[src/design/scb_cfg_pkg.sv]
package scb_cfg_pkg;

    // sid is one wrap bit above SID_W index bits
    localparam int SID_W = 4;

    typedef logic [SID_W:0] sid_t;

    localparam int NUM_UNITS = 4;

    // unit order
    localparam int UNIT_ALU0 = 0;
    localparam int UNIT_ALU1 = 1;
    localparam int UNIT_BEU  = 2;
    localparam int UNIT_LSU  = 3;

    // one-hot grant or zero
    typedef logic [NUM_UNITS-1:0] unit_mask_t;

    // true when a was issued after b
    function automatic logic sid_newer(sid_t a, sid_t b);
        logic [SID_W-1:0] idx_a;
        logic [SID_W-1:0] idx_b;
        idx_a = a[SID_W-1:0];
        idx_b = b[SID_W-1:0];
        if (a[SID_W] == b[SID_W]) begin
            return idx_a > idx_b;
        end
        // counter wrapped between the two
        return idx_a < idx_b;
    endfunction

endpackage

[src/design/rv_pkg.sv]
package rv_pkg;

    // architectural register number, x0 to x31
    typedef logic [4:0] reg_idx_t;

    localparam int EXE_CLASS_W = 6;

    // decoder class flags, one per execution class
    typedef logic [EXE_CLASS_W-1:0] exe_class_t;

    localparam int CLS_ALU = 0;
    localparam int CLS_BEU = 1;
    localparam int CLS_LSU = 2;

endpackage

[src/design/scb_entry.sv]
`timescale 1ns/100ps

module scb_entry (
    input  logic              clk,
    input  logic              rst_n,
    input  logic              alloc_i,
    input  rv_pkg::reg_idx_t  alloc_rd_i,
    input  scb_cfg_pkg::sid_t alloc_sid_i,
    input  logic              release_i,
    output logic              busy_o,
    output rv_pkg::reg_idx_t  rd_o,
    output scb_cfg_pkg::sid_t sid_o
);

    // allocate wins over a release in the same cycle
    always_ff @(posedge clk or negedge rst_n) begin
        if (!rst_n) begin
            busy_o <= 1'b0;
        end else if (alloc_i) begin
            busy_o <= 1'b1;
        end else if (release_i) begin
            busy_o <= 1'b0;
        end
    end

    // record of the instruction holding this unit
    always_ff @(posedge clk) begin
        if (alloc_i) begin
            rd_o  <= alloc_rd_i;
            sid_o <= alloc_sid_i;
        end
    end

endmodule

[src/design/issue_ctrl.sv]
`timescale 1ns/100ps

module issue_ctrl (
    input  logic                    clk,
    input  logic                    rst_n,
    input  logic                    dec0_vld_i,
    input  rv_pkg::exe_class_t      dec0_class_i,
    input  rv_pkg::reg_idx_t        dec0_rd_i,
    input  logic                    dec1_vld_i,
    input  rv_pkg::exe_class_t      dec1_class_i,
    input  rv_pkg::reg_idx_t        dec1_rd_i,
    input  logic                    op_stall0_i,
    input  logic                    op_stall1_i,
    input  scb_cfg_pkg::unit_mask_t busy_i,
    input  rv_pkg::reg_idx_t        ent_rd_i [scb_cfg_pkg::NUM_UNITS],
    output logic                    dec0_stall_o,
    output logic                    dec1_stall_o,
    output scb_cfg_pkg::unit_mask_t dec0_unit_o,
    output scb_cfg_pkg::unit_mask_t dec1_unit_o,
    output scb_cfg_pkg::sid_t       dec0_sid_o,
    output scb_cfg_pkg::sid_t       dec1_sid_o
);

    import scb_cfg_pkg::*;
    import rv_pkg::*;

    sid_t       sid_q;
    unit_mask_t pick0;
    unit_mask_t pick1;
    logic       waw0;
    logic       waw1;
    logic       pair_rd;
    logic       accept0;
    logic       accept1;

    // first free unit of the class, ALU0 before ALU1
    function automatic unit_mask_t pick_unit(exe_class_t cls, unit_mask_t free);
        unit_mask_t sel;
        sel = '0;
        if (cls[CLS_ALU]) begin
            if (free[UNIT_ALU0]) begin
                sel[UNIT_ALU0] = 1'b1;
            end else if (free[UNIT_ALU1]) begin
                sel[UNIT_ALU1] = 1'b1;
            end
        end else if (cls[CLS_BEU]) begin
            sel[UNIT_BEU] = free[UNIT_BEU];
        end else if (cls[CLS_LSU]) begin
            sel[UNIT_LSU] = free[UNIT_LSU];
        end
        return sel;
    endfunction

    // destination already owned by an in-flight instruction
    always_comb begin
        waw0 = 1'b0;
        waw1 = 1'b0;
        for (int u = 0; u < NUM_UNITS; u++) begin
            if (busy_i[u] && ent_rd_i[u] == dec0_rd_i) begin
                waw0 = 1'b1;
            end
            if (busy_i[u] && ent_rd_i[u] == dec1_rd_i) begin
                waw1 = 1'b1;
            end
        end
    end

    assign pick0 = pick_unit(dec0_class_i, ~busy_i);
    // slot 1 cannot take what slot 0 is granted
    assign pick1 = pick_unit(dec1_class_i, ~busy_i & ~dec0_unit_o);

    assign pair_rd = dec0_vld_i && (dec0_rd_i == dec1_rd_i);

    assign dec0_stall_o = dec0_vld_i && ((pick0 == '0) || waw0 || op_stall0_i);

    assign dec1_stall_o = dec1_vld_i &&
                          ((pick1 == '0) || waw1 || op_stall1_i || pair_rd || dec0_stall_o);

    assign accept0 = dec0_vld_i && !dec0_stall_o;
    assign accept1 = dec1_vld_i && !dec1_stall_o;

    assign dec0_unit_o = accept0 ? pick0 : '0;
    assign dec1_unit_o = accept1 ? pick1 : '0;

    assign dec0_sid_o = sid_q;
    assign dec1_sid_o = sid_q + sid_t'(1);

    // slot 1 always consumes counter+1, so step past it
    always_ff @(posedge clk or negedge rst_n) begin
        if (!rst_n) begin
            sid_q <= '0;
        end else if (accept1) begin
            sid_q <= sid_q + sid_t'(2);
        end else if (accept0) begin
            sid_q <= sid_q + sid_t'(1);
        end
    end

endmodule

[src/design/raw_check.sv]
`timescale 1ns/100ps

module raw_check (
    input  logic                    op0_vld_i,
    input  logic                    op1_vld_i,
    input  scb_cfg_pkg::sid_t       op0_sid_i,
    input  scb_cfg_pkg::sid_t       op1_sid_i,
    input  rv_pkg::reg_idx_t        op0_rd_i,
    input  rv_pkg::reg_idx_t        op1_rd_i,
    input  rv_pkg::reg_idx_t        op0_rs1_i,
    input  rv_pkg::reg_idx_t        op0_rs2_i,
    input  rv_pkg::reg_idx_t        op1_rs1_i,
    input  rv_pkg::reg_idx_t        op1_rs2_i,
    input  scb_cfg_pkg::unit_mask_t busy_i,
    input  rv_pkg::reg_idx_t        ent_rd_i [scb_cfg_pkg::NUM_UNITS],
    input  scb_cfg_pkg::sid_t       ent_sid_i [scb_cfg_pkg::NUM_UNITS],
    output logic                    op0_stall_o,
    output logic                    op1_stall_o
);

    import scb_cfg_pkg::*;
    import rv_pkg::*;

    logic ent_raw0;
    logic ent_raw1;
    logic pair_raw0;
    logic pair_raw1;

    function automatic logic src_hit(reg_idx_t rd, reg_idx_t rs1, reg_idx_t rs2);
        return (rd == rs1) || (rd == rs2);
    endfunction

    // only an older producer blocks the read
    always_comb begin
        ent_raw0 = 1'b0;
        ent_raw1 = 1'b0;
        for (int u = 0; u < NUM_UNITS; u++) begin
            if (busy_i[u] && src_hit(ent_rd_i[u], op0_rs1_i, op0_rs2_i) &&
                sid_newer(op0_sid_i, ent_sid_i[u])) begin
                ent_raw0 = 1'b1;
            end
            if (busy_i[u] && src_hit(ent_rd_i[u], op1_rs1_i, op1_rs2_i) &&
                sid_newer(op1_sid_i, ent_sid_i[u])) begin
                ent_raw1 = 1'b1;
            end
        end
    end

    // paired slot producing a source this cycle
    assign pair_raw0 = op1_vld_i && src_hit(op1_rd_i, op0_rs1_i, op0_rs2_i) &&
                       sid_newer(op0_sid_i, op1_sid_i);
    assign pair_raw1 = op0_vld_i && src_hit(op0_rd_i, op1_rs1_i, op1_rs2_i) &&
                       sid_newer(op1_sid_i, op0_sid_i);

    assign op0_stall_o = op0_vld_i && (ent_raw0 || pair_raw0);
    assign op1_stall_o = op1_vld_i && (ent_raw1 || pair_raw1);

endmodule

[src/design/wb_release.sv]
`timescale 1ns/100ps

module wb_release (
    input  logic                    wb0_vld_i,
    input  logic                    wb1_vld_i,
    input  scb_cfg_pkg::sid_t       wb0_sid_i,
    input  scb_cfg_pkg::sid_t       wb1_sid_i,
    input  rv_pkg::reg_idx_t        wb0_rd_i,
    input  rv_pkg::reg_idx_t        wb1_rd_i,
    input  scb_cfg_pkg::sid_t       ent_sid_i [scb_cfg_pkg::NUM_UNITS],
    output logic                    wb0_stall_o,
    output logic                    wb1_stall_o,
    output scb_cfg_pkg::unit_mask_t release_o
);

    import scb_cfg_pkg::*;

    logic same_rd;
    logic wb0_go;
    logic wb1_go;

    // two writes to one register, the older one goes first
    assign same_rd = wb0_vld_i && wb1_vld_i && (wb0_rd_i == wb1_rd_i);

    assign wb0_stall_o = same_rd && sid_newer(wb0_sid_i, wb1_sid_i);
    assign wb1_stall_o = same_rd && sid_newer(wb1_sid_i, wb0_sid_i);

    assign wb0_go = wb0_vld_i && !wb0_stall_o;
    assign wb1_go = wb1_vld_i && !wb1_stall_o;

    // free the unit whose record carries the written sid
    always_comb begin
        release_o = '0;
        for (int u = 0; u < NUM_UNITS; u++) begin
            if (wb0_go && wb0_sid_i == ent_sid_i[u]) begin
                release_o[u] = 1'b1;
            end
            if (wb1_go && wb1_sid_i == ent_sid_i[u]) begin
                release_o[u] = 1'b1;
            end
        end
    end

endmodule

[src/design/scoreboard.sv]
`timescale 1ns/100ps

module scoreboard (
    input  logic                    clk,
    input  logic                    rst_n,
    input  logic                    dec0_vld_i,
    input  rv_pkg::exe_class_t      dec0_class_i,
    input  rv_pkg::reg_idx_t        dec0_rd_i,
    input  rv_pkg::reg_idx_t        dec0_rs1_i,
    input  rv_pkg::reg_idx_t        dec0_rs2_i,
    input  logic                    dec1_vld_i,
    input  rv_pkg::exe_class_t      dec1_class_i,
    input  rv_pkg::reg_idx_t        dec1_rd_i,
    input  rv_pkg::reg_idx_t        dec1_rs1_i,
    input  rv_pkg::reg_idx_t        dec1_rs2_i,
    output logic                    dec0_stall_o,
    output logic                    dec1_stall_o,
    output scb_cfg_pkg::sid_t       dec0_sid_o,
    output scb_cfg_pkg::sid_t       dec1_sid_o,
    output scb_cfg_pkg::unit_mask_t dec0_unit_o,
    output scb_cfg_pkg::unit_mask_t dec1_unit_o,
    input  logic                    op0_vld_i,
    input  scb_cfg_pkg::sid_t       op0_sid_i,
    input  rv_pkg::reg_idx_t        op0_rd_i,
    input  rv_pkg::reg_idx_t        op0_rs1_i,
    input  rv_pkg::reg_idx_t        op0_rs2_i,
    input  logic                    op1_vld_i,
    input  scb_cfg_pkg::sid_t       op1_sid_i,
    input  rv_pkg::reg_idx_t        op1_rd_i,
    input  rv_pkg::reg_idx_t        op1_rs1_i,
    input  rv_pkg::reg_idx_t        op1_rs2_i,
    output logic                    op0_stall_o,
    output logic                    op1_stall_o,
    input  logic                    wb0_vld_i,
    input  scb_cfg_pkg::sid_t       wb0_sid_i,
    input  rv_pkg::reg_idx_t        wb0_rd_i,
    input  logic                    wb1_vld_i,
    input  scb_cfg_pkg::sid_t       wb1_sid_i,
    input  rv_pkg::reg_idx_t        wb1_rd_i,
    output logic                    wb0_stall_o,
    output logic                    wb1_stall_o
);

    import scb_cfg_pkg::*;
    import rv_pkg::*;

    unit_mask_t busy;
    unit_mask_t release_mask;
    reg_idx_t   ent_rd [NUM_UNITS];
    sid_t       ent_sid [NUM_UNITS];

    // grants are exclusive, slot 0 fields win when it holds the unit
    for (genvar u = 0; u < NUM_UNITS; u++) begin : g_entry
        scb_entry i_entry (
            .clk         (clk),
            .rst_n       (rst_n),
            .alloc_i     (dec0_unit_o[u] | dec1_unit_o[u]),
            .alloc_rd_i  (dec0_unit_o[u] ? dec0_rd_i : dec1_rd_i),
            .alloc_sid_i (dec0_unit_o[u] ? dec0_sid_o : dec1_sid_o),
            .release_i   (release_mask[u]),
            .busy_o      (busy[u]),
            .rd_o        (ent_rd[u]),
            .sid_o       (ent_sid[u])
        );
    end

    issue_ctrl i_issue (
        .clk          (clk),
        .rst_n        (rst_n),
        .dec0_vld_i   (dec0_vld_i),
        .dec0_class_i (dec0_class_i),
        .dec0_rd_i    (dec0_rd_i),
        .dec1_vld_i   (dec1_vld_i),
        .dec1_class_i (dec1_class_i),
        .dec1_rd_i    (dec1_rd_i),
        .op_stall0_i  (op0_stall_o),
        .op_stall1_i  (op1_stall_o),
        .busy_i       (busy),
        .ent_rd_i     (ent_rd),
        .dec0_stall_o (dec0_stall_o),
        .dec1_stall_o (dec1_stall_o),
        .dec0_unit_o  (dec0_unit_o),
        .dec1_unit_o  (dec1_unit_o),
        .dec0_sid_o   (dec0_sid_o),
        .dec1_sid_o   (dec1_sid_o)
    );

    raw_check i_raw (
        .op0_vld_i   (op0_vld_i),
        .op1_vld_i   (op1_vld_i),
        .op0_sid_i   (op0_sid_i),
        .op1_sid_i   (op1_sid_i),
        .op0_rd_i    (op0_rd_i),
        .op1_rd_i    (op1_rd_i),
        .op0_rs1_i   (op0_rs1_i),
        .op0_rs2_i   (op0_rs2_i),
        .op1_rs1_i   (op1_rs1_i),
        .op1_rs2_i   (op1_rs2_i),
        .busy_i      (busy),
        .ent_rd_i    (ent_rd),
        .ent_sid_i   (ent_sid),
        .op0_stall_o (op0_stall_o),
        .op1_stall_o (op1_stall_o)
    );

    wb_release i_wb (
        .wb0_vld_i   (wb0_vld_i),
        .wb1_vld_i   (wb1_vld_i),
        .wb0_sid_i   (wb0_sid_i),
        .wb1_sid_i   (wb1_sid_i),
        .wb0_rd_i    (wb0_rd_i),
        .wb1_rd_i    (wb1_rd_i),
        .ent_sid_i   (ent_sid),
        .wb0_stall_o (wb0_stall_o),
        .wb1_stall_o (wb1_stall_o),
        .release_o   (release_mask)
    );

endmodule

[config.mk]
export PLATFORM = sky130hd
export DESIGN_NAME = scoreboard
export DESIGN_NICKNAME = d
export VERILOG_FILES = /design/src/design/scb_cfg_pkg.sv /design/src/design/rv_pkg.sv /design/src/design/scb_entry.sv /design/src/design/issue_ctrl.sv /design/src/design/raw_check.sv /design/src/design/wb_release.sv /design/src/design/scoreboard.sv
export SDC_FILE = /design/constraint.sdc
export NUM_CORES = 1
export LEC_CHECK = 0
export BUFFER_PORTS_ARGS = -buffer_cell sky130_fd_sc_hd__buf_2
export CORE_MARGIN = 1
export CORE_UTILIZATION = 61
export DETAILED_ROUTE_END_ITERATION = 10
export MAX_ROUTING_LAYER = met4
export PLACE_DENSITY = 0.88
export SLEW_MARGIN = 20
export SYNTH_ARGS = -nofsm -noshare
export SYNTH_HDL_FRONTEND = slang
export SYNTH_SLANG_ARGS = --single-unit
[constraint.sdc]
create_clock -name clk -period 7.05 [get_ports clk]
set_input_delay 0.3525 -clock clk [delete_from_list [all_inputs] [get_ports clk]]
set_output_delay 0.3525 -clock clk [all_outputs]
set_load 0.02 [all_outputs]
==> impl_metrics.py <==
metrics = {
    "worst_setup_path": {
        "endpoint_kind": "output pin",
        "r2r_start": "g_entry[1].i_entry.sid_o[1]",
        "reg2reg_depth": 12,
        "crit_buf_inv": 2,
        "r2r_setup_slack_ps": 3190,
        "crit_type": "reg -> out",
        "critical-path-top-delay-family": "compound AO/OA/AOI/OAI gates",
        "crit_fanout": 14,
        "slowest_delay_ps": 860,
        "rr_endpoint": "i_issue.dec0_sid_o[3]",
        "required_ps": 6700,
        "cp.arrival_ps": 3880,
        "slowest_stage": "o41ai_2",
        "cp-start-kind": "flop",
        "crit_chain": "inv_1 -> ha_1 -> nor2b_1 -> o211ai_1 -> a21oi_1 -> o211ai_1 -> nand2_1 -> o31ai_4 -> a21oi_1 -> o41ai_2 -> nor2_1 -> buf_2",
    },
    "route": {
        "ant_nets": 0,
        "wire_per_inst_um": 18.43,
        "drt_first_iter_violations": 409,
        "viasPerCell": 6.028,
        "via_count": 5323,
        "drc": 0,
        "wl_mm": 16.28,
        "dr.pass1.iters": 5,
    },
    "global_routing": {
        "grt_overflow": 0,
        "grt_pass1_wl_mm": 25.57,
        "grt_usage_pct": 32.85,
        "grt_max_degree": 15,
        "antenna_found_initial": 0,
        "grt_pass1_vias": 5233,
    },
    "pwr": {
        "sw_frac_of_total_pct": 43.10,
        "seq_power_share_pct": 37.0,
        "switching_power_w": 0.0006569,
        "p_leak_nw": 2.765,
        "p_clk_share_pct": 12.8,
        "internal_power_w": 0.0008674,
        "p_per_area_mw_per_mm2": 229.7,
        "combPwrFrac_pct": 50.2,
        "ir_drop_mv": 0.3347,
    },
    "clock_network": {
        "cts_buffer_depth": 2,
        "cts_buffers": 5,
        "clock_latency_ps": 310,
        "path_clk_slew_ps": 90,
        "htreeDepth": 2,
        "cts-resized-gates": 0,
        "cts.sink_count": 49,
        "cts_root_buf": "clkbuf_8",
        "tritoncts": "built",
    },
    "logic_synthesis": {
        "synth_edf_count": 40,
        "async_flop_share_pct": 18.37,
        "ys_seq_area_share_pct": 23.17,
        "synthFlopType": "edfxtp_1",
        "yosysUniqueCellTypes": 59,
        "syn_area_mm2": 0.006157,
        "ys_ff_latch": 49,
        "syn_avg_cell_area_um2": 8.771,
        "yosysWarnings": 0,
        "synth_fp_nets": 854,
        "syn_inst": 702,
    },
    "sta": {
        "fin_crit_sh_pct": 60.02,
        "fin_skew_ps": 12.01,
        "max_slew.worst_pin.slew_ps": 898.2,
        "layout_setup_ws_ps": 2819,
        "rsz0062_at_grt": "false",
        "relSlewSlack_pct": 39.46,
        "drv_slew": 0,
        "hold_viol": 0,
        "fmax_ghz": 0.2363,
        "finalCriticalPeriod_ps": 4231,
        "setup-violations-final": 0,
        "fin_setup_tns_ps": 0,
    },
    "run": {
        "cap_violations": 0,
    },
    "outcome": {
        "status": "finished, final reports clean",
    },
    "placement": {
        "dp.cells": 874,
        "place_congestion": 1.008,
        "dp_slack_ps": 3123,
        "numPortBuffers": 107,
        "place_hpwl_mm": 12.79,
    },
    "floorplan": {
        "num_io_pins": 134,
        "fp.dieH_um": 102.5,
        "die_area_mm2": 0.01050,
        "coreArea_mm2": 0.009774,
        "rows": 36,
        "start_util_pct": 62.99,
        "die_w_um": 102.5,
    },
    "finish": {
        "areaGrowthSynthToFinish_pct": 7.783,
        "layout.nets": 901,
        "fin_cells": 883,
        "antenna_cells": 0,
        "fillers": 765,
        "drive_gt1_share_pct": 19.87,
    },
    "worst_hold_path": {
        "hold_path_class": "in -> async",
    },
}
## cell usage in the layout (no fill, tap or decap), drive strengths merged, types with 6 or more instances in the layout
cell type	count
o22ai	6
ha	42
inv	38
nor3	24
a21oi	17
o211ai	8
nor2	9
buf	109
nand3	24
nand4	26
xnor2	127
mux2	22
xor2	93
nor4	9
dfrtp	9
o21ai	16
and3	7
nor2b	11
edfxtp	40
clkbuf	6
nand2	50
## stage by stage
| step | util, % | power (W) | hold WS (ps) | area (um^2) |
|---|---|---|---|---|
| floorplan | - | 0.001112 | 56.91 | 6157 |
| global placement | 66.71 | 0.001272 | 233.0 | 6520 |
| detailed placement | 66.71 | 0.001319 | 236.2 | 6520 |
| CTS | 67.90 | 0.001516 | 440.3 | 6636 |
| global route | 67.90 | 0.001618 | 461.2 | 6636 |
| finish | 67.90 | 0.001524 | 449.7 | 6636 |
## routing by layer
layer	global-route usage [%]	wire length [um]
met4	14.84	507
met3	3.830	1410
met1	40.27	6579
met5	-	0
met2	54.15	7778
## kinds of logic (layout without fill, tap and decap cells)
family	Yosys count	in the layout	share of synthesized area (%)
XOR/XNOR	220	220	31.42
AND/OR/NAND/NOR	181	181	15.65
buffers and inverters	109	157	8.128
AO/OA/AOI/OAI	77	77	8.759
flip-flops	49	49	23.17
adder cells (fa/ha/maj)	42	42	8.535
multiplexers	24	24	4.349
## sequential cells by signal, indices dropped and copies added, names as in the netlist
signal / cells
g_entry.i_entry.sid_o: 20
g_entry.i_entry.busy_o: 4
g_entry.i_entry.rd_o: 20
i_issue.dec0_sid_o: 5
## area by class of cell
cell class | count | area, um^2 | share of cell area, %
Sequential cell | 49 | 1426 | 21.49
Clock inverter | 2 | 33.78 | 0.5091
Inverter | 39 | 146.4 | 2.206
Tap cell | 133 | 166.4 | 2.508
Timing Repair Buffer | 110 | 560.5 | 8.446
Multi-Input combinational cell | 544 | 4230 | 63.74
Clock buffer | 6 | 72.57 | 1.094
## worst reg2reg max path, delay by kind of cell, from the launching register on
family	cells	cell delay, ps
and+or+nand+nor	2	280
buffers and inverters	1	140
adders and majority gates	1	250
xor gates and xnor gates	1	200
AOI/OAI and AO/OA	7	2410
DFF	1	470
## power by group through the flow
stage	Sequential, W	Combinational [W]	Clock [W]
after floorplan	0.000477	0.000634	0
after global placement	0.000558	0.000714	0
after detailed placement	0.000565	0.000754	0
after CTS	0.000558	0.000761	0.000196
after global routing	0.000574	0.000837	0.000207
final	0.000564	0.000766	0.000195
## cell usage after synthesis (18+ instances only)
cell        n  area [um^2]
nor3_1     24        120.1
ha_1       42        525.5
inv_1      37        138.9
mux2_2     22        247.7
xor2_1     92        805.8
clkbuf_1   18        67.56
nand3_1    24        120.1
nand4_1    26        162.7
edfxtp_1   40         1201
xnor2_1   127         1112
nand2_1    50        187.7
buf_2      37        185.2
## worst max path at each step
stage,from,end,slack (ps),depth (start not counted)
floorplan,g_entry[2].i_entry.sid_o[3],g_entry[3].i_entry.rd_o[0],3420,10
global placement,op1_sid_i[1],dec1_unit_o[2],3270,13
detailed placement,op1_sid_i[3],dec1_unit_o[2],3120,13
CTS,g_entry[1].i_entry.sid_o[1],dec1_unit_o[2],2840,12
global route,g_entry[1].i_entry.sid_o[1],dec1_unit_o[2],2530,12
finish,g_entry[1].i_entry.sid_o[1],dec1_unit_o[2],2820,12
## what timing repair did
item | 4_1_cts | 5_1_grt
endpoints found under the hold margin | 9 | 0
hold buffers | 1 | 0
buffers inserted | 0 | 0
Note: power is estimated with default switching activity, not from simulation.
